$ cat config.mk
export PLATFORM = sky130hd
export DESIGN_NAME = cortical_unit_flat
export DESIGN_NICKNAME = d
export VERILOG_FILES = /design/src/verilog/spinal_pkg.sv /design/src/verilog/syn_param_if.sv /design/src/verilog/synapse_current.sv /design/src/verilog/lif_neuron.sv /design/src/verilog/cortical_unit.sv /design/src/flat_wrapper.sv
export SDC_FILE = /design/constraint.sdc
export NUM_CORES = 2
export LEC_CHECK = 0
export ABC_AREA = 1
export BUFFER_PORTS_ARGS = -buffer_cell sky130_fd_sc_hd__buf_2
export CELL_PAD_IN_SITES_DETAIL_PLACEMENT = 0
export CELL_PAD_IN_SITES_GLOBAL_PLACEMENT = 1
export CORE_AREA = 3 3 299 301
export CTS_BUF_LIST = sky130_fd_sc_hd__clkbuf_16
export CTS_CLUSTER_SIZE = 14
export DETAILED_ROUTE_END_ITERATION = 7
export DIE_AREA = 0 0 302 304
export PLACE_DENSITY_LB_ADDON = 0.08
export SYNTH_ARGS = -nofsm -noshare
export SYNTH_HDL_FRONTEND = slang
export SYNTH_SLANG_ARGS = --single-unit
export TNS_END_PERCENT = 30
$ cat constraint.sdc
create_clock -name ep50trig -period 3.65 [get_ports ep50trig]
set_input_delay 0.5475 -clock ep50trig [delete_from_list [all_inputs] [get_ports ep50trig]]
set_output_delay 0.5475 -clock ep50trig [all_outputs]
set_load 0.005 [all_outputs]
$ cat src/verilog/spinal_pkg.sv
`default_nettype none

package spinal_pkg;

    ////////////////////
    // widths
    ////////////////////

    localparam int WORD_W = 32;
    localparam int HOST_W = 16;
    localparam int TRIG_W = 16;

    // currents, gains, drives and counts all share this word
    typedef logic [WORD_W-1:0] word_t;

    // cortical lanes between sensory input and motor neuron
    localparam int NUM_CN = 2;

    ////////////////////
    // trigger map
    ////////////////////

    // one lane-to-motor gain strobe bit per lane
    localparam int TRIG_GAIN_CN_MN [NUM_CN] = '{3, 9};
    // sensory-to-motor gain
    localparam int TRIG_GAIN_SN_MN = 6;
    // sensory-to-cortex gain shared by every lane
    localparam int TRIG_GAIN_SN_CN = 12;
    // loads every lane drive at once
    localparam int TRIG_DRIVE = 10;

    // reset values
    localparam word_t GAIN_RESET = word_t'(1);
    localparam word_t DRIVE_RESET = word_t'(0);

    ////////////////////
    // neuron and synapse
    ////////////////////

    // current step per presynaptic spike
    localparam word_t SYN_INC = word_t'(1024);
    // current loses cur >> 3 each cycle
    localparam int SYN_DECAY_SHIFT = 3;
    // firing threshold of membrane
    localparam word_t V_TH = word_t'(4096);
    localparam int LEAK_SHIFT = 4;
    // motor spike count window in cycles
    localparam int SPK_WINDOW = 64;

endpackage

`default_nettype wire

$ cat src/verilog/syn_param_if.sv
`timescale 1ns/1ps
`default_nettype none

interface syn_param_if;
    import spinal_pkg::*;

    // shared gain for sensory current into each lane
    word_t gain_sn_cn;
    // per lane gain toward motor neuron
    word_t gain_cn_mn [NUM_CN];
    // sensory gain toward motor neuron
    word_t gain_sn_mn;
    // motor cortex drive, per lane
    word_t m1_drive [NUM_CN];

    // parameter registers own every field
    modport bank (output gain_sn_cn, output gain_cn_mn, output gain_sn_mn, output m1_drive);

    // cortical lane view
    modport lane (input gain_sn_cn, input m1_drive);

    // motor pool view
    modport pool (input gain_sn_mn, input gain_cn_mn);

endinterface

`default_nettype wire

$ cat src/verilog/synapse_current.sv
`timescale 1ns/1ps
`default_nettype none

module synapse_current (
    input  wire                     ep50trig,
    input  wire                     reset_sim,
    input  wire                     i_spike,
    output spinal_pkg::word_t       o_current
);
    import spinal_pkg::*;

    // decayed current before this cycle's spike
    word_t decayed;
    // spike contribution
    word_t step;

    always_comb
    begin
        decayed = o_current - (o_current >> SYN_DECAY_SHIFT);
        step = i_spike ? SYN_INC : word_t'(0);
    end

    ////////////////////
    // current register
    ////////////////////

    // no saturation, large rates just wrap
    always_ff @(posedge ep50trig or posedge reset_sim)
    begin
        if (reset_sim)
            o_current <= '0;
        else
            o_current <= decayed + step;
    end

endmodule

`default_nettype wire

$ cat src/verilog/lif_neuron.sv
`timescale 1ns/1ps
`default_nettype none

module lif_neuron (
    input  wire                     ep50trig,
    input  wire                     reset_sim,
    input  wire spinal_pkg::word_t  i_drive,
    output logic                    o_spike
);
    import spinal_pkg::*;

    // membrane potential
    word_t v;
    // leaked membrane plus drive
    word_t v_new;

    // leak is v >> LEAK_SHIFT each cycle
    always_comb
    begin
        v_new = v - (v >> LEAK_SHIFT) + i_drive;
    end

    ////////////////////
    // integrate and fire
    ////////////////////

    always_ff @(posedge ep50trig or posedge reset_sim)
    begin
        if (reset_sim)
        begin
            v <= '0;
            o_spike <= 1'b0;
        end
        else if (o_spike)
        begin
            // one-cycle refractory, membrane held at rest
            v <= '0;
            o_spike <= 1'b0;
        end
        else if (v_new >= V_TH)
        begin
            // fire and reset
            v <= '0;
            o_spike <= 1'b1;
        end
        else
        begin
            v <= v_new;
            o_spike <= 1'b0;
        end
    end

    // spikes are always separated by a quiet cycle
    a_no_burst: assert property (@(posedge ep50trig) disable iff (reset_sim)
        o_spike |=> !o_spike);

endmodule

`default_nettype wire

$ cat src/verilog/cortical_unit.sv
`timescale 1ns/1ps
`default_nettype none

module cortical_unit #(
    parameter int LANE = 0
) (
    input  wire                     ep50trig,
    input  wire                     reset_sim,
    input  wire spinal_pkg::word_t  i_sn_current,
    syn_param_if.lane               i_params,
    output wire                     o_spike,
    output wire spinal_pkg::word_t  o_current
);
    import spinal_pkg::*;

    // scaled sensory current, low word of product
    word_t epsc_sn;
    // sensory plus motor cortex drive
    word_t drive_next;
    // latched neuron drive
    word_t drive_q;

    ////////////////////
    // input stage
    ////////////////////

    always_comb
    begin
        epsc_sn = i_sn_current * i_params.gain_sn_cn;
        drive_next = epsc_sn + i_params.m1_drive[LANE];
    end

    // latch one edge behind the sensory current
    always_ff @(posedge ep50trig or posedge reset_sim)
    begin
        if (reset_sim)
            drive_q <= '0;
        else
            drive_q <= drive_next;
    end

    ////////////////////
    // neuron and output synapse
    ////////////////////

    lif_neuron u_neuron (
        .ep50trig   (ep50trig),
        .reset_sim  (reset_sim),
        .i_drive    (drive_q),
        .o_spike    (o_spike)
    );

    // lane spikes into current toward motor pool
    synapse_current u_out_syn (
        .ep50trig   (ep50trig),
        .reset_sim  (reset_sim),
        .i_spike    (o_spike),
        .o_current  (o_current)
    );

endmodule

`default_nettype wire

$ cat src/flat_wrapper.sv
// flat-port wrapper written by rule: the top's interface ports become plain ports
module cortical_unit_flat import spinal_pkg::*;
#(
    parameter int LANE = 0
)
  (ep50trig, reset_sim, i_sn_current, o_spike, o_current, i_params_gain_sn_cn, i_params_m1_drive);
  syn_param_if i_params_i ();
  input  wire ep50trig;
  input  wire reset_sim;
  input  wire spinal_pkg::word_t i_sn_current;
  output wire o_spike;
  output wire spinal_pkg::word_t o_current;
  input wire logic [$bits(i_params_i.gain_sn_cn)-1:0] i_params_gain_sn_cn;
  input wire logic [$bits(i_params_i.m1_drive)-1:0] i_params_m1_drive;
  assign i_params_i.gain_sn_cn = i_params_gain_sn_cn;
  assign i_params_i.m1_drive = {>>{i_params_m1_drive}};
  cortical_unit #(.LANE(LANE)) u_core (.ep50trig(ep50trig), .reset_sim(reset_sim), .i_sn_current(i_sn_current), .i_params(i_params_i), .o_spike(o_spike), .o_current(o_current));
endmodule
==> qor.csv <==
metric;value;unit
status;finished, violations left;
failing checks;setup timing;
Area Overhead vs Synth;26.2;%
die footprint;91800;µm²
FP Rows;108;
Critical Path RT;3.94;ns
CTS Buf Count;9;
M1 GR Usage;0.243;
clk slew on worst S/H paths;0.07;ns
Post-synth top cells;1181 x inv_1, 988 x nand2_1, 468 x fa_1, 217 x ha_1, 97 x dfrtp_1;
Critical Path Sink Type;flop;
Post-DP HPWL;73.5;mm
Total Routing Usage GR;0.189;
Port Buffers;130;
largest cells by area after synthesis;fa_1 36%, inv_1 17%, nand2_1 14%;
Fin Clk Skew;0.0114;ns
WP data arrival;6.51;ns
Warnings, synthesis;0;
residual DRC count;0;
Post-synth EDFFs;0;
R2R Path End;u_core.u_neuron.v[11];
Worst-Margin Slew;0.602;ns
Final Worst Setup Slack;-2.57;ns
antenna-violating nets left;0;
worst-case clock buffer depth;2;
sequential share of the synthesized area;0.0934;
share of cells above drive strength 1;0.193;
post-route design area;32800;µm²
via count;21156;
Async SR Flop Fraction;1.00;
post-synth top area cell;fa_1;
Netlist cell types;42;
largest net degree at the start of global routing;65;
Placed Instance Area;30700;µm²
GRT busiest layer;met2;
Cell Area, Synth;26000;µm²
achievable clock frequency;161;MHz
hold-fix buffers at CTS;0;
Final period util;1.70;
minimum hold slack;0.197;ns
total routed wirelength;84.1;mm
starting density of the core;0.299;
area fraction of the dominant cell type after synthesis;0.360;
mean area per synthesized cell;7.33;µm²
worst flop-to-flop path startpoint;u_core.u_neuron.v[4];
pre-CTS WS;-3.38;ns
Startpoint Class;input port;
met3 Track Usage GR;0.0123;
I/O pin total;163;
initial drt markers;836;
TritonCTS clock tree;yes;
root buf cell;clkbuf_16;
# fillers;9332;
Max Cap Viol;0;
core area;86900;µm²
global-route wire length before repair;133;mm
Seq cells post-synth;97;
# H-tree levels;3;
Mapped Cells;3547;
Hold Fails Final Rpt;0;
Die Height;304;µm
Post-synth top flop;dfrtp_1;
count leader, synth;inv_1;
vias in the first global route;23369;
R2R depth;18;
GR Util met2;0.346;
most used cell, CP;fa_1;
antenna fix cells;0;
Slew Limit Fails;0;
setup violators final;26;
total grt overflow;0;
Worst path max stage delay;0.57;ns
worst-path fanout max;5;
DR vias/cell;4.15;
Reg2Reg Setup Slack;0.37;ns
Period minus WS final;6.22;ns
Slew headroom;0.595;
RePlAce Congestion;0.803;
min-delay worst type;input port to async pin;
Die Span X;302;µm
TritonRoute pass-1 iters;4;
initial antenna violation count;3;
critical path class;input port to flop;
clk sink count;97;
WL/cell;16.5;µm
RSZ-0062 raised after global routing;true;
nets@finish;4753;
slowest cell on the critical path;fa_1;
Clk Latency, worst-skew pair;0.38;ns
[worst max-delay path: cells and delay by family]
family / cells / cell delay (ns)
xor+xnor: 1 / 0.18
buf+inv: 10 / 0.80
compound gates: 1 / 0.22
fa+ha+maj: 9 / 4.37
simple gates: 4 / 0.39
[layer usage]
layer | wire (µm) | up-vias
met1 | 37200 | 10168
met4 | 1930 | 0
met2 | 43200 | 230
li1 | - | 10697
met5 | 0 | -
met3 | 1720 | 61
[flip-flops by register name, summed over array words and instances (netlist names)]
register and count:
u_core.drive_q 32, u_core.u_neuron.o_spike 1, u_core.u_neuron.v 32, u_core.u_out_syn.o_current 32
[cell type report]
type / count / area, µm² / share of cell area
clock inverter: 7 / 46.3 / 0.00141
timing repair buffer: 465 / 4230 / 0.129
sequential: 97 / 2430 / 0.0740
tap: 1155 / 1450 / 0.0441
clock buffer: 9 / 225 / 0.00687
inverter: 1184 / 4450 / 0.136
multi-input combinational: 2181 / 20000 / 0.609
[cells by family (layout without fill, tap and decap cells)]
group / Yosys count / in the layout / share of synthesized area
AO/OA/AOI/OAI: 148 / 148 / 0.0324
XOR/XNOR: 89 / 89 / 0.0300
adder cells (fa/ha/maj): 685 / 685 / 0.465
buffers and inverters: 1288 / 1665 / 0.186
flip-flops: 97 / 97 / 0.0934
other: 1 / 20 / 0.000144
AND/OR/NAND/NOR: 1239 / 1239 / 0.193
[cells in the final DEF (no fill, tap or decap), types with 9 or more instances in the layout]
cell type / instances
xor2_1: 44
fa_2: 37
nand3b_1: 10
xor2_2: 9
buf_2: 103
a21oi_1: 50
nand2_2: 29
clkbuf_16: 11
ha_1: 173
nor2_2: 28
o21ai_0: 21
xnor2_1: 35
ha_4: 43
buf_4: 262
inv_2: 62
buf_6: 32
dfrtp_1: 97
conb_1: 20
nand4_1: 23
fa_1: 431
a21oi_2: 17
nor3_1: 10
inv_1: 1121
nand3_1: 76
a21o_1: 10
nand2_1: 960
buf_12: 56
nor2_1: 68
[metrics by stage]
stage | TNS [ns] | instances | util
after floorplan | -55.17 | 3566 | -
after global placement | -71.65 | 5035 | 0.353
after detailed placement | -71.87 | 5035 | 0.353
after CTS | -53.77 | 5084 | 0.370
after global routing | -57.62 | 5098 | 0.378
final | -52.86 | 5098 | 0.378
[worst max-delay path by stage]
stage | start | depth (start not counted) | end | slack [ns]
5_1_grt | i_sn_current[17] | 28 | u_core.drive_q[29] | -2.76
6_report | i_sn_current[17] | 25 | u_core.drive_q[28] | -2.57
4_1_cts | i_params_gain_sn_cn[4] | 26 | u_core.drive_q[28] | -2.56
3_5_place_dp | i_params_gain_sn_cn[8] | 20 | u_core.drive_q[28] | -3.38
3_3_place_gp | i_params_gain_sn_cn[8] | 20 | u_core.drive_q[28] | -3.34
2_1_floorplan | i_params_gain_sn_cn[4] | 28 | u_core.drive_q[29] | -2.66
[repair_timing]
action / 4_1_cts / 5_1_grt
setup buffers: 28 / 13
gates cloned: 5 / 2
setup endpoints to repair: 28 / 27
pin swaps: 109 / 108
resized for setup: 212 / 128
Power is left out: the tool's default activity adds up to more than one toggle a clock period on the data nets, which glitch-free logic cannot reach.
