## src/verilog/spinal_pkg.sv

```systemverilog
`default_nettype none

package spinal_pkg;

    ////////////////////
    // widths
    ////////////////////

    localparam int WORD_W = 32;
    localparam int HOST_W = 16;
    localparam int TRIG_W = 16;

    // currents, gains, drives and counts all share this word
    typedef logic [WORD_W-1:0] word_t;

    // cortical lanes between sensory input and motor neuron
    localparam int NUM_CN = 2;

    ////////////////////
    // trigger map
    ////////////////////

    // one lane-to-motor gain strobe bit per lane
    localparam int TRIG_GAIN_CN_MN [NUM_CN] = '{3, 9};
    // sensory-to-motor gain
    localparam int TRIG_GAIN_SN_MN = 6;
    // sensory-to-cortex gain shared by every lane
    localparam int TRIG_GAIN_SN_CN = 12;
    // loads every lane drive at once
    localparam int TRIG_DRIVE = 10;

    // reset values
    localparam word_t GAIN_RESET = word_t'(1);
    localparam word_t DRIVE_RESET = word_t'(0);

    ////////////////////
    // neuron and synapse
    ////////////////////

    // current step per presynaptic spike
    localparam word_t SYN_INC = word_t'(1024);
    // current loses cur >> 3 each cycle
    localparam int SYN_DECAY_SHIFT = 3;
    // firing threshold of membrane
    localparam word_t V_TH = word_t'(4096);
    localparam int LEAK_SHIFT = 4;
    // motor spike count window in cycles
    localparam int SPK_WINDOW = 64;

endpackage

`default_nettype wire

```

## src/verilog/syn_param_if.sv

```systemverilog
`timescale 1ns/1ps
`default_nettype none

interface syn_param_if;
    import spinal_pkg::*;

    // shared gain for sensory current into each lane
    word_t gain_sn_cn;
    // per lane gain toward motor neuron
    word_t gain_cn_mn [NUM_CN];
    // sensory gain toward motor neuron
    word_t gain_sn_mn;
    // motor cortex drive, per lane
    word_t m1_drive [NUM_CN];

    // parameter registers own every field
    modport bank (output gain_sn_cn, output gain_cn_mn, output gain_sn_mn, output m1_drive);

    // cortical lane view
    modport lane (input gain_sn_cn, input m1_drive);

    // motor pool view
    modport pool (input gain_sn_mn, input gain_cn_mn);

endinterface

`default_nettype wire

```

## src/verilog/lif_neuron.sv

```systemverilog
`timescale 1ns/1ps
`default_nettype none

module lif_neuron (
    input  wire                     ep50trig,
    input  wire                     reset_sim,
    input  wire spinal_pkg::word_t  i_drive,
    output logic                    o_spike
);
    import spinal_pkg::*;

    // membrane potential
    word_t v;
    // leaked membrane plus drive
    word_t v_new;

    // leak is v >> LEAK_SHIFT each cycle
    always_comb
    begin
        v_new = v - (v >> LEAK_SHIFT) + i_drive;
    end

    ////////////////////
    // integrate and fire
    ////////////////////

    always_ff @(posedge ep50trig or posedge reset_sim)
    begin
        if (reset_sim)
        begin
            v <= '0;
            o_spike <= 1'b0;
        end
        else if (o_spike)
        begin
            // one-cycle refractory, membrane held at rest
            v <= '0;
            o_spike <= 1'b0;
        end
        else if (v_new >= V_TH)
        begin
            // fire and reset
            v <= '0;
            o_spike <= 1'b1;
        end
        else
        begin
            v <= v_new;
            o_spike <= 1'b0;
        end
    end

    // spikes are always separated by a quiet cycle
    a_no_burst: assert property (@(posedge ep50trig) disable iff (reset_sim)
        o_spike |=> !o_spike);

endmodule

`default_nettype wire

```

## src/verilog/motor_pool.sv

```systemverilog
`timescale 1ns/1ps
`default_nettype none

module motor_pool (
    input  wire                     ep50trig,
    input  wire                     reset_sim,
    input  wire spinal_pkg::word_t  i_sn_current,
    input  wire spinal_pkg::word_t  i_cn_current [spinal_pkg::NUM_CN],
    syn_param_if.pool               i_params,
    output wire                     o_mn_spike,
    output spinal_pkg::word_t       o_mn_spkcnt,
    output wire spinal_pkg::word_t  o_epsc_sn_to_mn
);
    import spinal_pkg::*;

    // summed motor current, before latch
    word_t mn_sum;
    // latched motor drive
    word_t drive_q;
    // cycles into current window
    word_t win_cnt;
    // spikes counted so far in window
    word_t spk_cnt;
    // current spike as a count step
    word_t spk_step;
    // last edge of the window
    logic win_end;

    ////////////////////
    // current sum
    ////////////////////

    // combinational from synapse registers
    assign o_epsc_sn_to_mn = i_sn_current * i_params.gain_sn_mn;

    always_comb
    begin
        mn_sum = o_epsc_sn_to_mn;
        for (int k = 0; k < NUM_CN; k++)
        begin
            mn_sum = mn_sum + i_cn_current[k] * i_params.gain_cn_mn[k];
        end
    end

    always_ff @(posedge ep50trig or posedge reset_sim)
    begin
        if (reset_sim)
            drive_q <= '0;
        else
            drive_q <= mn_sum;
    end

    lif_neuron u_neuron (
        .ep50trig   (ep50trig),
        .reset_sim  (reset_sim),
        .i_drive    (drive_q),
        .o_spike    (o_mn_spike)
    );

    ////////////////////
    // spike window
    ////////////////////

    assign spk_step = word_t'(o_mn_spike);
    assign win_end = (win_cnt == word_t'(SPK_WINDOW - 1));

    // first copy lands SPK_WINDOW edges after reset release
    always_ff @(posedge ep50trig or posedge reset_sim)
    begin
        if (reset_sim)
        begin
            win_cnt <= '0;
            spk_cnt <= '0;
            o_mn_spkcnt <= '0;
        end
        else if (win_end)
        begin
            // include the spike seen on this edge
            win_cnt <= '0;
            spk_cnt <= '0;
            o_mn_spkcnt <= spk_cnt + spk_step;
        end
        else
        begin
            win_cnt <= win_cnt + word_t'(1);
            spk_cnt <= spk_cnt + spk_step;
        end
    end

    // refractory neuron fires at most every other cycle
    a_cnt_bound: assert property (@(posedge ep50trig) disable iff (reset_sim)
        o_mn_spkcnt <= word_t'(SPK_WINDOW / 2));

endmodule

`default_nettype wire

```

## src/flat_wrapper.sv

```systemverilog
// flat-port wrapper written by rule: the top's interface ports become plain ports
module motor_pool_flat import spinal_pkg::*;
  (ep50trig, reset_sim, i_sn_current, i_cn_current, o_mn_spike, o_mn_spkcnt, o_epsc_sn_to_mn, i_params_gain_sn_mn, i_params_gain_cn_mn);
  syn_param_if i_params_i ();
  input  wire ep50trig;
  input  wire reset_sim;
  input  wire spinal_pkg::word_t i_sn_current;
  input  wire spinal_pkg::word_t i_cn_current[spinal_pkg::NUM_CN];
  output wire o_mn_spike;
  output spinal_pkg::word_t o_mn_spkcnt;
  output wire spinal_pkg::word_t o_epsc_sn_to_mn;
  input wire logic [$bits(i_params_i.gain_sn_mn)-1:0] i_params_gain_sn_mn;
  input wire logic [$bits(i_params_i.gain_cn_mn)-1:0] i_params_gain_cn_mn;
  assign i_params_i.gain_sn_mn = i_params_gain_sn_mn;
  assign i_params_i.gain_cn_mn = {>>{i_params_gain_cn_mn}};
  motor_pool u_core (.ep50trig(ep50trig), .reset_sim(reset_sim), .i_sn_current(i_sn_current), .i_cn_current(i_cn_current), .i_params(i_params_i), .o_mn_spike(o_mn_spike), .o_mn_spkcnt(o_mn_spkcnt), .o_epsc_sn_to_mn(o_epsc_sn_to_mn));
endmodule
```

## config.mk

```make
export PLATFORM = sky130hd
export DESIGN_NAME = motor_pool_flat
export DESIGN_NICKNAME = d
export VERILOG_FILES = /design/src/verilog/spinal_pkg.sv /design/src/verilog/syn_param_if.sv /design/src/verilog/lif_neuron.sv /design/src/verilog/motor_pool.sv /design/src/flat_wrapper.sv
export SDC_FILE = /design/constraint.sdc
export NUM_CORES = 2
export LEC_CHECK = 0
export ABC_AREA = 1
export BUFFER_PORTS_ARGS = -buffer_cell sky130_fd_sc_hd__buf_2
export CAP_MARGIN = 5
export CELL_PAD_IN_SITES_DETAIL_PLACEMENT = 0
export CELL_PAD_IN_SITES_GLOBAL_PLACEMENT = 2
export CORE_MARGIN = 10
export CORE_UTILIZATION = 25
export DETAILED_ROUTE_END_ITERATION = 10
export PLACE_DENSITY_LB_ADDON = 0.1
export SYNTH_ARGS = -nofsm -noshare
export SYNTH_HDL_FRONTEND = slang
export SYNTH_HIERARCHICAL = 1
export SYNTH_SLANG_ARGS = --single-unit
export TNS_END_PERCENT = 1
```

## constraint.sdc

```tcl
create_clock -name ep50trig -period 30.2 [get_ports ep50trig]
set_clock_uncertainty 0.15 [all_clocks]
set_input_delay 6.04 -clock ep50trig [delete_from_list [all_inputs] [get_ports ep50trig]]
set_output_delay 6.04 -clock ep50trig [all_outputs]
set_load 0.1 [all_outputs]
```

==> results.rst <==
.. list-table::
   :header-rows: 1

   * - Metric
     - Value
   * - Top-level port count
     - 259
   * - DRC violation count after routing
     - 0
   * - Chip height
     - 511 um
   * - Final Setup Violations
     - 0
   * - Mux contribution to synthesized area
     - 0
   * - Sequential cell area
     - 0.00403 mm2
   * - Yosys warning total
     - 6
   * - Final Hold Violating Endpoints
     - 0
   * - Final Cycle Share
     - 0.653
   * - Final net count
     - 9814
   * - Highest clock frequency the design can meet
     - 0.0507 GHz
   * - Clock root cell
     - sky130_fd_sc_hd__clkbuf_16
   * - CTS tree
     - done
   * - Post-synthesis register bit count
     - 161
   * - Worst setup path class
     - primary input to primary output
   * - Worst slack at placement
     - 10.34 ns
   * - Fraction of registers with async set/reset
     - 1.00
   * - Max Cap Violations
     - 0
   * - DRC violation total after the first TritonRoute iteration
     - 1843
   * - Number of unique standard cell types used by synthesis
     - 51
   * - RePlAce Congestion
     - 0.785
   * - Setup slack after layout
     - 10.49 ns
   * - Routed wire length
     - 208000 um
   * - Top cells by area in the synthesized netlist
     - sky130_fd_sc_hd__fa_1, sky130_fd_sc_hd__inv_1, sky130_fd_sc_hd__nand2_1
   * - Number of buffers inserted to repair setup after CTS
     - 0
   * - Largest family of logic cells by synthesized area
     - adder cells
   * - Resized Gates After CTS
     - 0
   * - Overall die width
     - 511 um
   * - Setup TNS
     - 0 ns
   * - Final antenna-violating net count
     - 0
   * - Average wire length per cell after detail routing
     - 18.8 um
   * - Clock-pin transition on the worst setup and hold timing paths
     - 0.07 ns
   * - CTS max path bufs
     - 2
   * - TritonCTS Sinks
     - 161
   * - Maximum fanout along the worst path
     - 23
   * - Filler cells
     - 26537
   * - Slew at the pin closest to its max-slew limit
     - 0.893 ns
   * - Area leader, netlist
     - sky130_fd_sc_hd__fa_1
   * - Share of the synthesized area in the top cell type
     - 0.443
   * - Final count of pins violating max slew
     - 0
   * - Post-Synthesis Cells
     - 7849
   * - Total Die Area
     - 0.261 mm2
   * - Seq/Total Area, Yosys
     - 0.0667
   * - Most used standard cell by instance count after synthesis
     - sky130_fd_sc_hd__inv_1
   * - Port Buffer Count
     - 258
   * - Area inside the core boundary
     - 0.240 mm2
   * - Total routing usage reported by global routing
     - 0.160
   * - Number of buffers added to fix hold violations after cts
     - 0
   * - Fraction of the mapped netlist area in compound gates
     - 0.0164
   * - Top post-synthesis cells by count
     - sky130_fd_sc_hd__inv_1, sky130_fd_sc_hd__nand2_1, sky130_fd_sc_hd__fa_1
   * - Data arrival, critical path
     - 13.52 ns
   * - Critical Path Source Type
     - primary input
   * - Worst skew pair latency
     - 0.49 ns
   * - Initial antenna violation count
     - 4
   * - Post-synthesis share of cell area spent on and, or, nand and nor gates
     - 0.176
   * - Iteration count of the initial detailed-routing pass
     - 7
   * - Mapped Area
     - 0.0604 mm2
   * - Fraction of layout instances using a drive strength above 1
     - 0.0518
   * - Top FF cell, synth
     - sky130_fd_sc_hd__dfrtp_1
   * - Combined area of the multi-input logic cells
     - 0.0454 mm2
   * - Via count of the first global-routing pass
     - 51267
   * - Worst Path Required
     - 24.01 ns
   * - Adder and majority cell fraction of the synthesized area
     - 0.531
   * - Shortest clock period the worst path allows after layout
     - 19.71 ns
   * - TritonCTS buffer count
     - 17
   * - Ratio of routed vias to standard cells
     - 4.09
   * - RSZ-0062 raised after global routing
     - false
   * - Largest net degree at the start of global routing
     - 74
   * - Global-route wire length before repair
     - 323000 um
   * - Result of the run
     - completed
   * - Site row count
     - 180
   * - Normalized max-slew margin
     - 0.405
   * - Mean instance size in the synthesized netlist
     - 7.69 um2
   * - DPL Wire Length
     - 176000 um
   * - Classification of the worst-slack hold path
     - flop to flop
   * - Detailed-route via count
     - 45245
   * - Starting density of the core
     - 0.251
   * - CTS H-Tree Depth
     - 4
   * - Number of flops mapped to enable cells by yosys
     - 0
   * - GRT overflow
     - 0
   * - Area growth from synthesis to final layout
     - 8.26%
   * - Fraction of synthesized cell area in xor and xnor cells
     - 0.0286
   * - Worst Setup End Kind
     - primary output
cells in the final DEF, fill, tap and decap left out, types with 24 or more instances in the layout:
cell,count
sky130_fd_sc_hd__a21oi_1,93
sky130_fd_sc_hd__ha_1,422
sky130_fd_sc_hd__buf_4,30
sky130_fd_sc_hd__buf_2,258
sky130_fd_sc_hd__inv_1,2590
sky130_fd_sc_hd__o21ai_0,53
sky130_fd_sc_hd__xnor2_1,73
sky130_fd_sc_hd__dfrtp_1,161
sky130_fd_sc_hd__xor2_1,124
sky130_fd_sc_hd__nand4_1,26
sky130_fd_sc_hd__fa_1,1337
sky130_fd_sc_hd__nor2_1,122
sky130_fd_sc_hd__nor3_1,27
sky130_fd_sc_hd__nand3_1,128
sky130_fd_sc_hd__nand3b_1,24
sky130_fd_sc_hd__nand2_1,2215
kinds of logic after synthesis:
family | Yosys count
AOI/OAI and AO/OA | 181
DFF | 161
other | 1
adders and majority gates | 1759
and+or+nand+nor | 2636
buffers and inverters | 2914
xor gates and xnor gates | 197
critical path: stages:
cell and delay (ns):
sky130_fd_sc_hd__buf_2 0.50, sky130_fd_sc_hd__nand2_1 0.17, sky130_fd_sc_hd__fa_1 0.58, sky130_fd_sc_hd__inv_1 0.05, sky130_fd_sc_hd__fa_1 0.48, sky130_fd_sc_hd__inv_1 0.05
sky130_fd_sc_hd__fa_1 0.51, sky130_fd_sc_hd__inv_1 0.06, sky130_fd_sc_hd__fa_1 0.57, sky130_fd_sc_hd__inv_1 0.08, sky130_fd_sc_hd__fa_1 0.49, sky130_fd_sc_hd__fa_1 0.51
sky130_fd_sc_hd__inv_1 0.05, sky130_fd_sc_hd__fa_1 0.48, sky130_fd_sc_hd__inv_1 0.07, sky130_fd_sc_hd__fa_1 0.49, sky130_fd_sc_hd__inv_1 0.05, sky130_fd_sc_hd__ha_1 0.37
sky130_fd_sc_hd__inv_1 0.13, sky130_fd_sc_hd__nor3_1 0.33, sky130_fd_sc_hd__nand2_1 0.13, sky130_fd_sc_hd__nor4_1 0.18, sky130_fd_sc_hd__nand2_1 0.08, sky130_fd_sc_hd__nand2_1 0.17
sky130_fd_sc_hd__nand2_1 0.07, sky130_fd_sc_hd__nand2_1 0.28, sky130_fd_sc_hd__buf_2 0.50
worst paths after layout:
| kind | from | end | slack, ns | cells past startpoint |
|---|---|---|---|---|
| min in group asynchronous | reset_sim | u_core/drive_q[0]$_DFF_PP0_ | 5.58 | 2 |
| max | i_sn_current[9] | o_epsc_sn_to_mn[31] | 10.49 | 27 |
| min | u_core/win_cnt[0]$_DFF_PP0_ | u_core/win_cnt[0]$_DFF_PP0_ | 0.30 | 1 |
| max in group asynchronous | reset_sim | u_core/win_cnt[4]$_DFF_PP0_ | 22.96 | 3 |
| min reg2reg | u_core/win_cnt[0]$_DFF_PP0_ | u_core/win_cnt[0]$_DFF_PP0_ | 0.30 | 1 |
| max reg2reg | u_core/drive_q[23]$_DFF_PP0_ | u_core/u_neuron/v[1]$_DFF_PP0_ | 26.56 | 16 |
state kept, by name, summed over array words and instances, names as in the netlist:
signal and count:
u_core/u_neuron/v 32, u_core/spk_cnt 32, u_core/win_cnt 32, u_core/drive_q 32, u_core/o_mn_spkcnt 32, u_core/u_neuron/o_spike 1
stage by stage:
| step | hold WS [ns] | cell area, um2 | instances | util |
|---|---|---|---|---|
| 3_5_place_dp | 0.298 | 64700 | 11027 | 0.269 |
| 4_1_cts | 0.308 | 65300 | 11059 | 0.272 |
| 3_3_place_gp | 0.303 | 64700 | 11027 | 0.269 |
| 2_1_floorplan | 0.275 | 60400 | 7868 | - |
| 6_report | 0.302 | 65300 | 11061 | 0.272 |
| 5_1_grt | 0.351 | 65300 | 11059 | 0.272 |
per-layer routing:
layer	up-vias	global-route usage	part of all wire	routed length, um
met3	75	0.0116	0.020	4190
met2	484	0.276	0.48	99000
met4	2	0.0182	0.010	2100
met1	23062	0.226	0.49	102000
met5	-	0	0.000087	18
li1	21622	-	-	-
final cells by class:
type	instances	share of cell area
multi-input combinational	4793	0.695
timing repair buffer	288	0.0232
inverter	2600	0.149
clock buffer	18	0.00657
antenna	2	0.0000766
clock inverter	14	0.00266
tap	3185	0.0610
sequential	161	0.0617
Power is not shown: default switching activity piles up to over one toggle a cycle in this logic, so the estimate is an artifact.
