$ cat config.mk
export PLATFORM = sky130hd
export DESIGN_NAME = synapse_current
export DESIGN_NICKNAME = d
export VERILOG_FILES = /design/src/verilog/spinal_pkg.sv /design/src/verilog/synapse_current.sv
export SDC_FILE = /design/constraint.sdc
export NUM_CORES = 1
export LEC_CHECK = 0
export ABC_AREA = 0
export BUFFER_PORTS_ARGS = -buffer_cell sky130_fd_sc_hd__buf_2
export CORE_UTILIZATION = 35
export DETAILED_ROUTE_END_ITERATION = 10
export GPL_ROUTABILITY_DRIVEN = 1
export PLACE_DENSITY = 0.5
export SETUP_SLACK_MARGIN = 0.02
export SLEW_MARGIN = 20
export SYNTH_ARGS = -nofsm -noshare
export SYNTH_HDL_FRONTEND = slang
export SYNTH_SLANG_ARGS = --single-unit
export TNS_END_PERCENT = 1
$ cat constraint.sdc
create_clock -name ep50trig -period 3.45 [get_ports ep50trig]
set_input_delay 0.1725 -clock ep50trig [delete_from_list [all_inputs] [get_ports ep50trig]]
set_output_delay 0.1725 -clock ep50trig [all_outputs]
set_load 0.005 [all_outputs]
$ cat src/verilog/spinal_pkg.sv
`default_nettype none

package spinal_pkg;

    ////////////////////
    // widths
    ////////////////////

    localparam int WORD_W = 32;
    localparam int HOST_W = 16;
    localparam int TRIG_W = 16;

    // currents, gains, drives and counts all share this word
    typedef logic [WORD_W-1:0] word_t;

    // cortical lanes between sensory input and motor neuron
    localparam int NUM_CN = 2;

    ////////////////////
    // trigger map
    ////////////////////

    // one lane-to-motor gain strobe bit per lane
    localparam int TRIG_GAIN_CN_MN [NUM_CN] = '{3, 9};
    // sensory-to-motor gain
    localparam int TRIG_GAIN_SN_MN = 6;
    // sensory-to-cortex gain shared by every lane
    localparam int TRIG_GAIN_SN_CN = 12;
    // loads every lane drive at once
    localparam int TRIG_DRIVE = 10;

    // reset values
    localparam word_t GAIN_RESET = word_t'(1);
    localparam word_t DRIVE_RESET = word_t'(0);

    ////////////////////
    // neuron and synapse
    ////////////////////

    // current step per presynaptic spike
    localparam word_t SYN_INC = word_t'(1024);
    // current loses cur >> 3 each cycle
    localparam int SYN_DECAY_SHIFT = 3;
    // firing threshold of membrane
    localparam word_t V_TH = word_t'(4096);
    localparam int LEAK_SHIFT = 4;
    // motor spike count window in cycles
    localparam int SPK_WINDOW = 64;

endpackage

`default_nettype wire

$ cat src/verilog/synapse_current.sv
`timescale 1ns/1ps
`default_nettype none

module synapse_current (
    input  wire                     ep50trig,
    input  wire                     reset_sim,
    input  wire                     i_spike,
    output spinal_pkg::word_t       o_current
);
    import spinal_pkg::*;

    // decayed current before this cycle's spike
    word_t decayed;
    // spike contribution
    word_t step;

    always_comb
    begin
        decayed = o_current - (o_current >> SYN_DECAY_SHIFT);
        step = i_spike ? SYN_INC : word_t'(0);
    end

    ////////////////////
    // current register
    ////////////////////

    // no saturation, large rates just wrap
    always_ff @(posedge ep50trig or posedge reset_sim)
    begin
        if (reset_sim)
            o_current <= '0;
        else
            o_current <= decayed + step;
    end

endmodule

`default_nettype wire

==> impl_results.md, run 1 <==
- Synthesized instance count: 313
- FF+latch area: roughly 800 sq um
- Seq cells post-synth: 32
- Initial DRT Pass Iterations: 4
- Placed inst area: 3216 sq um
- Outcome: complete, no violations
- Layout Cells excl Fill: between 400 and 500
- Layout Area Growth over Synthesis: 14.10%
- Post-CTS Resized: 0
- Initial DRC count: approximately 100
- Synth warn: 0
- Clock tree root driver cell: clkbuf_8
- Post-CTS Setup Inserts: 0
- Die area: between 8000 and 9000 sq um
- Sequential-to-total area share from yosys stat: 0.2726
- Placeable core area: between 8000 and 9000 sq um
- # diodes: 0
- Die X: ~94 um
- Starting density of the core: 0.3594
- Min Tclk post-route: between 3 and 4 ns
- Clk_skew: 0.008396 ns
- First-pass GRT wire length: approximately 11 mm
- Drt drc: 0
- Critical path fanouts, max: 3
- Cell variety after synth: 46
- Hold WC Path Type: primary input to async pin
- DR vias/cell: ~5.3
- DR WL/cell: about 15 um
- Share of cells above drive strength 1: 0.1600
- Initial antenna violation count: 0
- Post-synth top area share: 0.2726
- Grt ovf: 0
- Worst Path Arrival: approximately 3.4 ns
- Reg clk slew, reported paths: about 0.080 ns
- FP Rows: 33
- Clock buffers created by TritonCTS: 5
- Final slew viol count: 0
- TritonCTS clock tree: built
- DIE HEIGHT: 93.62 um
- Setup Viol. Count Final: 0
- Max incr delay on CP: 0.43 ns
- Vias in the first global route: about 2300
- Highest Clock Rate: between 300 and 400 MHz
- Fin crit share: 0.9173
- Post-layout util: 0.4100
- Synth area leaders: dfrtp_1, ha_1, xnor2_1
- Clock buffer depth: 2
- Final net count: 412
- Net Count, Synth: about 380
- Top reg by flops: o_current
- Slowest CP cell: fa_1
- Max cap viols: 0
- Most used cell, CP: ha_1
- RSZ-0062 raised after global routing: no
- Via Count: roughly 2400
- Number of H-tree levels: 2
- Setup crit start kind: flop
- Tot GR Track Use: 0.1692
- Worst slew pin tran: 0.4866 ns
- Final hold viol count: 0
- Clock Latency Late Sink: ~0.29 ns
- Final Cell Area: between 3000 and 4000 sq um
- Largest area contributor in the netlist: dfrtp_1
- Port Buffers: 34
- Post-Route WL: between 6 and 7 mm
- Final GP Congestion: between 0.8 and 0.9
- Post-DRT Antenna Nets: 0
- Setup TNS: 0 ns
- Cell Chain, Critical Path: inv_1 -> ha_1 -> ha_1 -> fa_1 -> a211oi_1 -> o21ai_2 -> a41o_4 -> a21oi_1 -> o21ai_0 -> a31oi_1 -> xnor2_1
- Pin count of the biggest net entering global routing: 33
- DP Wirelength: 5.437 mm
- Ports: 35
- WP data required: 3.66 ns
- Multi-input logic area: ~2000 sq um
- CTS sink cnt: 32
- Syn Area/Cell: 9.386 sq um
- Crit path kind: flop to flop
- Filler cells: 868
- Max FFs per register: 32
- Top flop regs: o_current: 32 flops
- Crit. End Element: flop
- Mapped Area: ~2900 sq um
- Slew Limit Headroom: 0.6722
- Placed Instances: around 450
-- metal layers --
layer  track usage  vias up  part of all wire
met2        0.2506       62              0.43
met1        0.2484     1129              0.50
met5             0        -                 0
li1              -     1200                 -
met3       0.03577        7             0.051
met4       0.04103        0             0.011
-- kinds of logic (layout without fill, tap and decap cells) --
family	after synthesis	after routing	share of synthesized area
compound gates	92	92	0.2291
xor+xnor	29	29	0.08646
fa+ha+maj	60	60	0.2606
buf+inv	43	80	0.05792
flops	32	32	0.2726
simple gates	57	57	0.09327
-- timing repair --
item | CTS | global route
hold endpoints to repair | 16 | 0
hold buffers | 1 | 0
setup endpoints to repair | 0 | 0
-- worst paths after layout --
path                               from             to  slack [ns]  cells past startpoint
setup / recovery           o_current[4]  o_current[29]        0.29                     11
hold / removal                reset_sim  o_current[27]        0.53                      4
setup reg to reg           o_current[4]  o_current[29]        0.29                     11
hold reg to reg            o_current[3]   o_current[0]        0.57                      2
max in group asynchronous     reset_sim  o_current[20]        2.59                      4
min in group ep50trig           i_spike  o_current[10]        0.53                      4
-- critical path: cells and delay by family, from the launching register on --
| family | cells | cell delay (ns) |
|---|---|---|
| AOI/OAI and AO/OA | 6 | 1.57 |
| adders and majority gates | 3 | 0.93 |
| xor gates and xnor gates | 1 | 0.15 |
| DFF | 1 | 0.37 |
| buffers and inverters | 1 | 0.06 |
-- area by class of cell --
class | instances | area share
Timing Repair Buffer | 37 | 0.05823
Sequential cell | 32 | 0.2389
Clock buffer | 7 | 0.02874
Multi-Input combinational cell | 238 | 0.5868
Clock inverter | 1 | 0.008959
Inverter | 35 | 0.03919
Tap cell | 105 | 0.03919
-- cell usage after synthesis, drive strengths merged --
| master | n |
|---|---|
| nand3 | 7 |
| and3 | 5 |
| a41o | 2 |
| o211ai | 2 |
| a2111oi | 1 |
| clkbuf | 6 |
| o41ai | 1 |
| a21o | 12 |
| o21a | 1 |
| a221o | 2 |
| and4 | 2 |
| buf | 2 |
| a221oi | 1 |
| nor3 | 3 |
| a21oi | 31 |
| a211oi | 3 |
| a31oi | 4 |
| nand2 | 19 |
| a21boi | 2 |
| o22ai | 1 |
| nor2 | 11 |
| xnor2 | 21 |
| fa | 2 |
| ha | 58 |
| nor2b | 2 |
| dfrtp | 32 |
| a41oi | 4 |
| o31ai | 3 |
| and2 | 2 |
| nand4 | 3 |
| o21ai | 14 |
| a311oi | 2 |
| or3 | 1 |
| a31o | 3 |
| nand2b | 1 |
| o21bai | 3 |
| inv | 35 |
| xor2 | 8 |
| or2 | 1 |
-- metrics by stage --
step,hold WS [ns],worst slack [ns]
finish,0.5274,0.2852
floorplan,0.2887,0.5663
CTS,0.5162,0.2141
detailed placement,0.3127,0.2408
global route,0.5657,0.02706
global placement,0.3058,0.3024
-- cells in the final DEF, fill, tap and decap left out, drive strengths merged, types with 7 or more instances in the layout --
cell type,instances
xnor2,21
nor2,11
nand3,7
ha,58
dfrtp,32
nand2,19
inv,35
buf,36
a21o,12
o21ai,14
clkbuf,7
a21oi,31
xor2,8
Power of run 1 is not shown: default switching activity piles up to over one toggle a cycle in this logic, so the estimate is an artifact.
==> inputs of run 2 (changes only) <==
RECOVER_POWER = 50   (was unset)
==> run 2 against run 1 <==
Effect of this change:
- non-clock buffer count stayed put
- via count up 0.17%
- the run now ends with max-capacitance violations, max-slew violations left
- die area unchanged
- final cell count stayed put
- utilization fell by 0.15 points
- critical endpoint unchanged
- count of clock-buffer cells in the layout stayed put
- design area decreased by 0.37%
- register-to-register slack worse by 0.02 ns
==> impl_results.md, run 2 (same netlist as run 1, synthesis figures left out) <==
- Clk_skew: 0.007136 ns (-0.001261 ns)
- Clock buffer depth: 2 (unchanged)
- Via Count: 2402 (+0.17%)
- Clock Latency Late Sink: 0.29 ns (about the same)
- Die X: 93.62 um (unchanged)
- TritonCTS clock tree: built
- Final GP Congestion: 0.8302 (unchanged)
- Max cap viols: 1 (+1)
- Final net count: 412 (unchanged)
- Worst Path Arrival: 3.39 ns (about the same)
- Post-DRT Antenna Nets: 0 (unchanged)
- Final Cell Area: 3339 sq um (-0.37%)
- Outcome: finished, violations left
- Highest Clock Rate: 314.3 MHz (-0.53%)
- Failing checks: max-capacitance violations, max-slew violations
- Layout Cells excl Fill: 455 (unchanged)
- Placeable core area: 8175 sq um (unchanged)
- Critical path fanouts, max: 3 (unchanged)
- Share of cells above drive strength 1: 0.1371 (-0.02286)
- Vias in the first global route: 2262 (unchanged)
- Most frequent cells in the layout: ha_1, inv_1, dfrtp_1, a21oi_1, buf_2
- Initial DRC count: 111 (+6.7%)
- First-pass GRT wire length: 11.39 mm (unchanged)
- Tot GR Track Use: 0.1692 (unchanged)
- Final hold viol count: 0 (unchanged)
- Clock tree root driver cell: clkbuf_8
- Initial antenna violation count: 0 (unchanged)
- DR vias/cell: 5.279 (+0.17%)
- Top flop regs: o_current: 32 flops
- Slew Limit Headroom: -0.2829 (-0.9550)
- Worst slew pin tran: 1.924 ns (+1.438 ns)
- Reg2Reg Setup Slack: 0.27 ns (-0.02 ns)
- Fin crit share: 0.9222 (+0.004911)
- Hold WC Path Type: primary input to flop
- Pin count of the biggest net entering global routing: 33 (unchanged)
- DIE HEIGHT: 93.62 um (unchanged)
- DR WL/cell: 15.06 um (-0.39%)
- Top reg by flops: o_current
- Port Buffers: 34 (unchanged)
- Post-route setup slack: 0.2683 ns (-0.01694 ns)
- Crit path kind: flop to flop
- Post-CTS Setup Inserts: 0 (unchanged)
- Setup Viol. Count Final: 0 (unchanged)
- Commonest non-fill, non-tap cell in the layout: ha_1
- Final slew viol count: 33 (+33)
- Max FFs per register: 32 (unchanged)
- RSZ-0062 raised after global routing: no
- Crit. End Element: flop
- Die area: 8764 sq um (unchanged)
- WP data required: 3.66 ns (about the same)
- Drt drc: 0 (unchanged)
- Ports: 35 (unchanged)
- Reg clk slew, reported paths: 0.07 ns (about the same)
- DP Wirelength: 5.437 mm (unchanged)
- Placed inst area: 3216 sq um (unchanged)
- Grt ovf: 0 (unchanged)
- Clock buffers created by TritonCTS: 5 (unchanged)
- Starting density of the core: 0.3594 (unchanged)
- Layout Area Growth over Synthesis: 13.67%
- Setup TNS: 0 ns (unchanged)
- FP Rows: 33 (unchanged)
- Initial DRT Pass Iterations: 4 (unchanged)
- Post-CTS Resized: 0 (unchanged)
- Number of H-tree levels: 2 (unchanged)
- CTS sink cnt: 32 (unchanged)
- Setup crit start kind: flop
- Placed Instances: 446 (unchanged)
- # diodes: 0 (unchanged)
- Setup slack at placement: 0.2408 ns (unchanged)
- Post-Route WL: 6.853 mm (-0.39%)
- Min Tclk post-route: 3.182 ns (+0.01694 ns)
==> run 2: changes by cell type in the layout (fill, tap and decap cells not counted) <==
cell      change
clkbuf_1      +8
buf_4         -1
buf_2         -7
==> run 2: timing repair <==
item | CTS | global route
endpoints found under the setup margin | 0 | 0
hold endpoints to repair | 16 | 0
hold buffers | 1 | 0
==> run 2: area by class of cell <==
| cell class | instances | area (sq um) |
|---|---|---|
| timing repair buffer | 37 | 182.7 |
| clock buffer | 7 | 96.34 |
| multi-input combinational | 238 | 1967 |
| tap | 105 | 131.4 |
| fill | 870 | 4836 |
| inverter | 35 | 131.4 |
| sequential | 32 | 800.8 |
| clock inverter | 1 | 30.03 |
==> run 2: worst paths after layout <==
| path | cells after the start | start | end |
|---|---|---|---|
| min in group asynchronous | 4 | reset_sim | o_current[27] |
| max | 11 | o_current[4] | o_current[29] |
| min | 4 | i_spike | o_current[10] |
| min reg2reg | 2 | o_current[3] | o_current[0] |
| max in group asynchronous | 4 | reset_sim | o_current[19] |
| max reg2reg | 11 | o_current[4] | o_current[29] |
==> run 2: worst max-delay path: stages, from the launching register on <==
cell and delay (ns):
dfrtp_1 0.37, inv_1 0.06, ha_1 0.27, ha_1 0.23, fa_1 0.43, a211oi_1 0.35
o21ai_2 0.14, a41o_4 0.29, a21oi_1 0.26, o21ai_0 0.24, a31oi_1 0.31, xnor2_1 0.16
==> run 2: metrics by stage <==
step	hold slack, ns	utilization
3_5_place_dp	0.3127	0.3933
6_report	0.5299	0.4085
4_1_cts	0.5162	0.4100
2_1_floorplan	0.2887	-
3_3_place_gp	0.3058	0.3933
5_1_grt	0.5657	0.4085
==> run 2: per-layer routing <==
layer,GRT usage,routed length (um)
met3,0.03577,289
met4,0.04103,79
met5,0,0
met1,0.2484,3462
met2,0.2506,3022
Power of run 2 is left out for the same reason.
==> inputs of run 3 (changes only) <==
BUFFER_PORTS_ARGS = -buffer_cell sky130_fd_sc_hd__clkbuf_2   (was -buffer_cell sky130_fd_sc_hd__buf_2)
==> run 3 against run 2 <==
Effect of this change:
- the flow still finishes with violations (max-capacitance violations, max-slew violations)
- design area decreased by 1.5%
- count of clock-buffer cells in the layout decreased by 1
- die area unchanged
- sequential share of layout area increased by 0.36 points
==> impl_results.md, run 3 (same netlist as run 1, synthesis figures left out) <==
- Layout Cells excl Fill: 454 (-0.22%)
- Final net count: 412 (unchanged)
- Layout Area Growth over Synthesis: 12.01%
- Via Count: 2331 (-3.0%)
- Setup crit start kind: flop
- Die area: 8764 sq um (unchanged)
- Max FFs per register: 32 (unchanged)
- Post-DRT Antenna Nets: 0 (unchanged)
- First-pass GRT wire length: 11.59 mm (+1.8%)
- Top flop regs: o_current: 32 flops
- Hold depth: 4 (unchanged)
- WP data required: 3.65 ns (about the same)
- Initial DRC count: 112 (+0.90%)
- Clock buffer depth: 2 (unchanged)
- Worst Hold Slack: 0.5277 ns (-0.002252 ns)
- Clk_skew: 0.009760 ns (+0.002624 ns)
- CTS sink cnt: 32 (unchanged)
- Number of H-tree levels: 2 (unchanged)
- Vias in the first global route: 2339 (+3.4%)
- Most frequent cells in the layout: ha_1, inv_1, dfrtp_1, a21oi_1, clkbuf_2
- Initial DRT Pass Iterations: 4 (unchanged)
- Final hold viol count: 0 (unchanged)
- Post-CTS Setup Inserts: 0 (unchanged)
- Placeable core area: 8175 sq um (unchanged)
- Slowest CP cell: fa_1
- Worst Path Arrival: 3.39 ns (about the same)
- Ports: 35 (unchanged)
- Post-CTS Resized: 0 (unchanged)
- Max incr delay on CP: 0.43 ns (about the same)
- Hold WC Path Type: primary input to flop
- Min Tclk post-route: 3.193 ns (+0.01082 ns)
- Clock buffers created by TritonCTS: 5 (unchanged)
- Grt ovf: 0 (unchanged)
- FP Rows: 33 (unchanged)
- Setup TNS: 0 ns (unchanged)
- Slew Limit Headroom: -0.2738 (+0.009103)
- Highest Clock Rate: 313.2 MHz (-0.34%)
- Reg clk slew, reported paths: 0.07 ns (about the same)
- Critical path fanouts, max: 3 (unchanged)
- Crit. End Element: flop
- Crit path kind: flop to flop
- Most used cell, CP: ha_1
- Clock Latency Late Sink: 0.29 ns (about the same)
- Max cap viols: 1 (unchanged)
- Placed Instances: 446 (unchanged)
- Final GP Congestion: 0.8099 (-2.4%)
- Port Buffers: 34 (unchanged)
- Clock tree root driver cell: clkbuf_8
- DP Wirelength: 5.435 mm (about the same)
- Initial antenna violation count: 0 (unchanged)
- TritonCTS clock tree: built
- Tot GR Track Use: 0.1703 (+0.001091)
- Starting density of the core: 0.3594 (unchanged)
- DR vias/cell: 5.134 (-2.7%)
- DIE HEIGHT: 93.62 um (unchanged)
- Setup Viol. Count Final: 0 (unchanged)
- # diodes: 0 (unchanged)
- Post-Route WL: 6.912 mm (+0.86%)
- Drt drc: 0 (unchanged)
- Post-layout util: 0.4025 (-0.005969)
- Cell Chain, Critical Path: inv_1 -> ha_1 -> ha_1 -> fa_1 -> a211oi_1 -> o21ai_2 -> a41o_4 -> a21oi_1 -> o21ai_0 -> a31oi_1 -> xnor2_1
- Top reg by flops: o_current
- Commonest non-fill, non-tap cell in the layout: ha_1
- RSZ-0062 raised after global routing: no
- Final slew viol count: 33 (unchanged)
- Outcome: finished, violations left
- Pin count of the biggest net entering global routing: 33 (unchanged)
- DR WL/cell: 15.22 um (+1.1%)
- Share of cells above drive strength 1: 0.1318 (-0.005338)
- R2R cell count: 11 (unchanged)
- Fin crit share: 0.9254 (+0.003135)
- Worst slew pin tran: 1.911 ns (-0.01366 ns)
- Die X: 93.62 um (unchanged)
- Failing checks: max-capacitance violations, max-slew violations
==> run 3: cell count changes in the layout (fill, tap and decap cells not counted), sizes merged <==
cell    before  now
buf         28    1
bufinv       1    0
clkbuf      15   41
clkinv       0    1
==> run 3: cell type report <==
class,count,area (sq um)
Fill cell,846,4885
Multi-Input combinational cell,238,1967
Sequential cell,32,800.8
Timing Repair Buffer,37,182.7
Inverter,35,131.4
Tap cell,105,131.4
Clock buffer,6,72.57
Clock inverter,1,5.005
==> run 3: final timing paths <==
kind                                 end  slack (ns)          from
max in group asynchronous  o_current[13]        1.25     reset_sim
max                        o_current[29]        0.26  o_current[4]
min in group asynchronous   o_current[9]        1.10     reset_sim
min reg2reg                 o_current[0]        0.58  o_current[3]
min                        o_current[10]        0.53       i_spike
max reg2reg                o_current[29]        0.26  o_current[4]
==> run 3: what timing repair did <==
| action | CTS | global route |
|---|---|---|
| hold buffers | 1 | 0 |
| endpoints found under the hold margin | 32 | 0 |
| setup endpoints to repair | 0 | 0 |
==> run 3: critical path: cells and delay by family, from the launching register on <==
| kind | cells | cell delay [ns] |
|---|---|---|
| XOR/XNOR | 1 | 0.16 |
| adder cells (fa/ha/maj) | 3 | 0.92 |
| buffers and inverters | 1 | 0.06 |
| AO/OA/AOI/OAI | 6 | 1.60 |
| flip-flops | 1 | 0.37 |
==> run 3: metrics by stage <==
step                      instance area, sq um  worst slack (ns)
after floorplan                           2938            0.5663
after global placement                    3216            0.3030
after detailed placement                  3216            0.2517
after CTS                                 3303            0.2212
after global routing                      3291           0.05583
final                                     3291            0.2575
==> run 3: metal layers <==
| layer | track usage | wire [um] |
|---|---|---|
| met1 | 0.2364 | 3589 |
| met2 | 0.2757 | 3042 |
| met3 | 0.02846 | 218 |
| met4 | 0.03846 | 61 |
| met5 | 0 | 0 |
Power of run 3 is left out for the same reason.
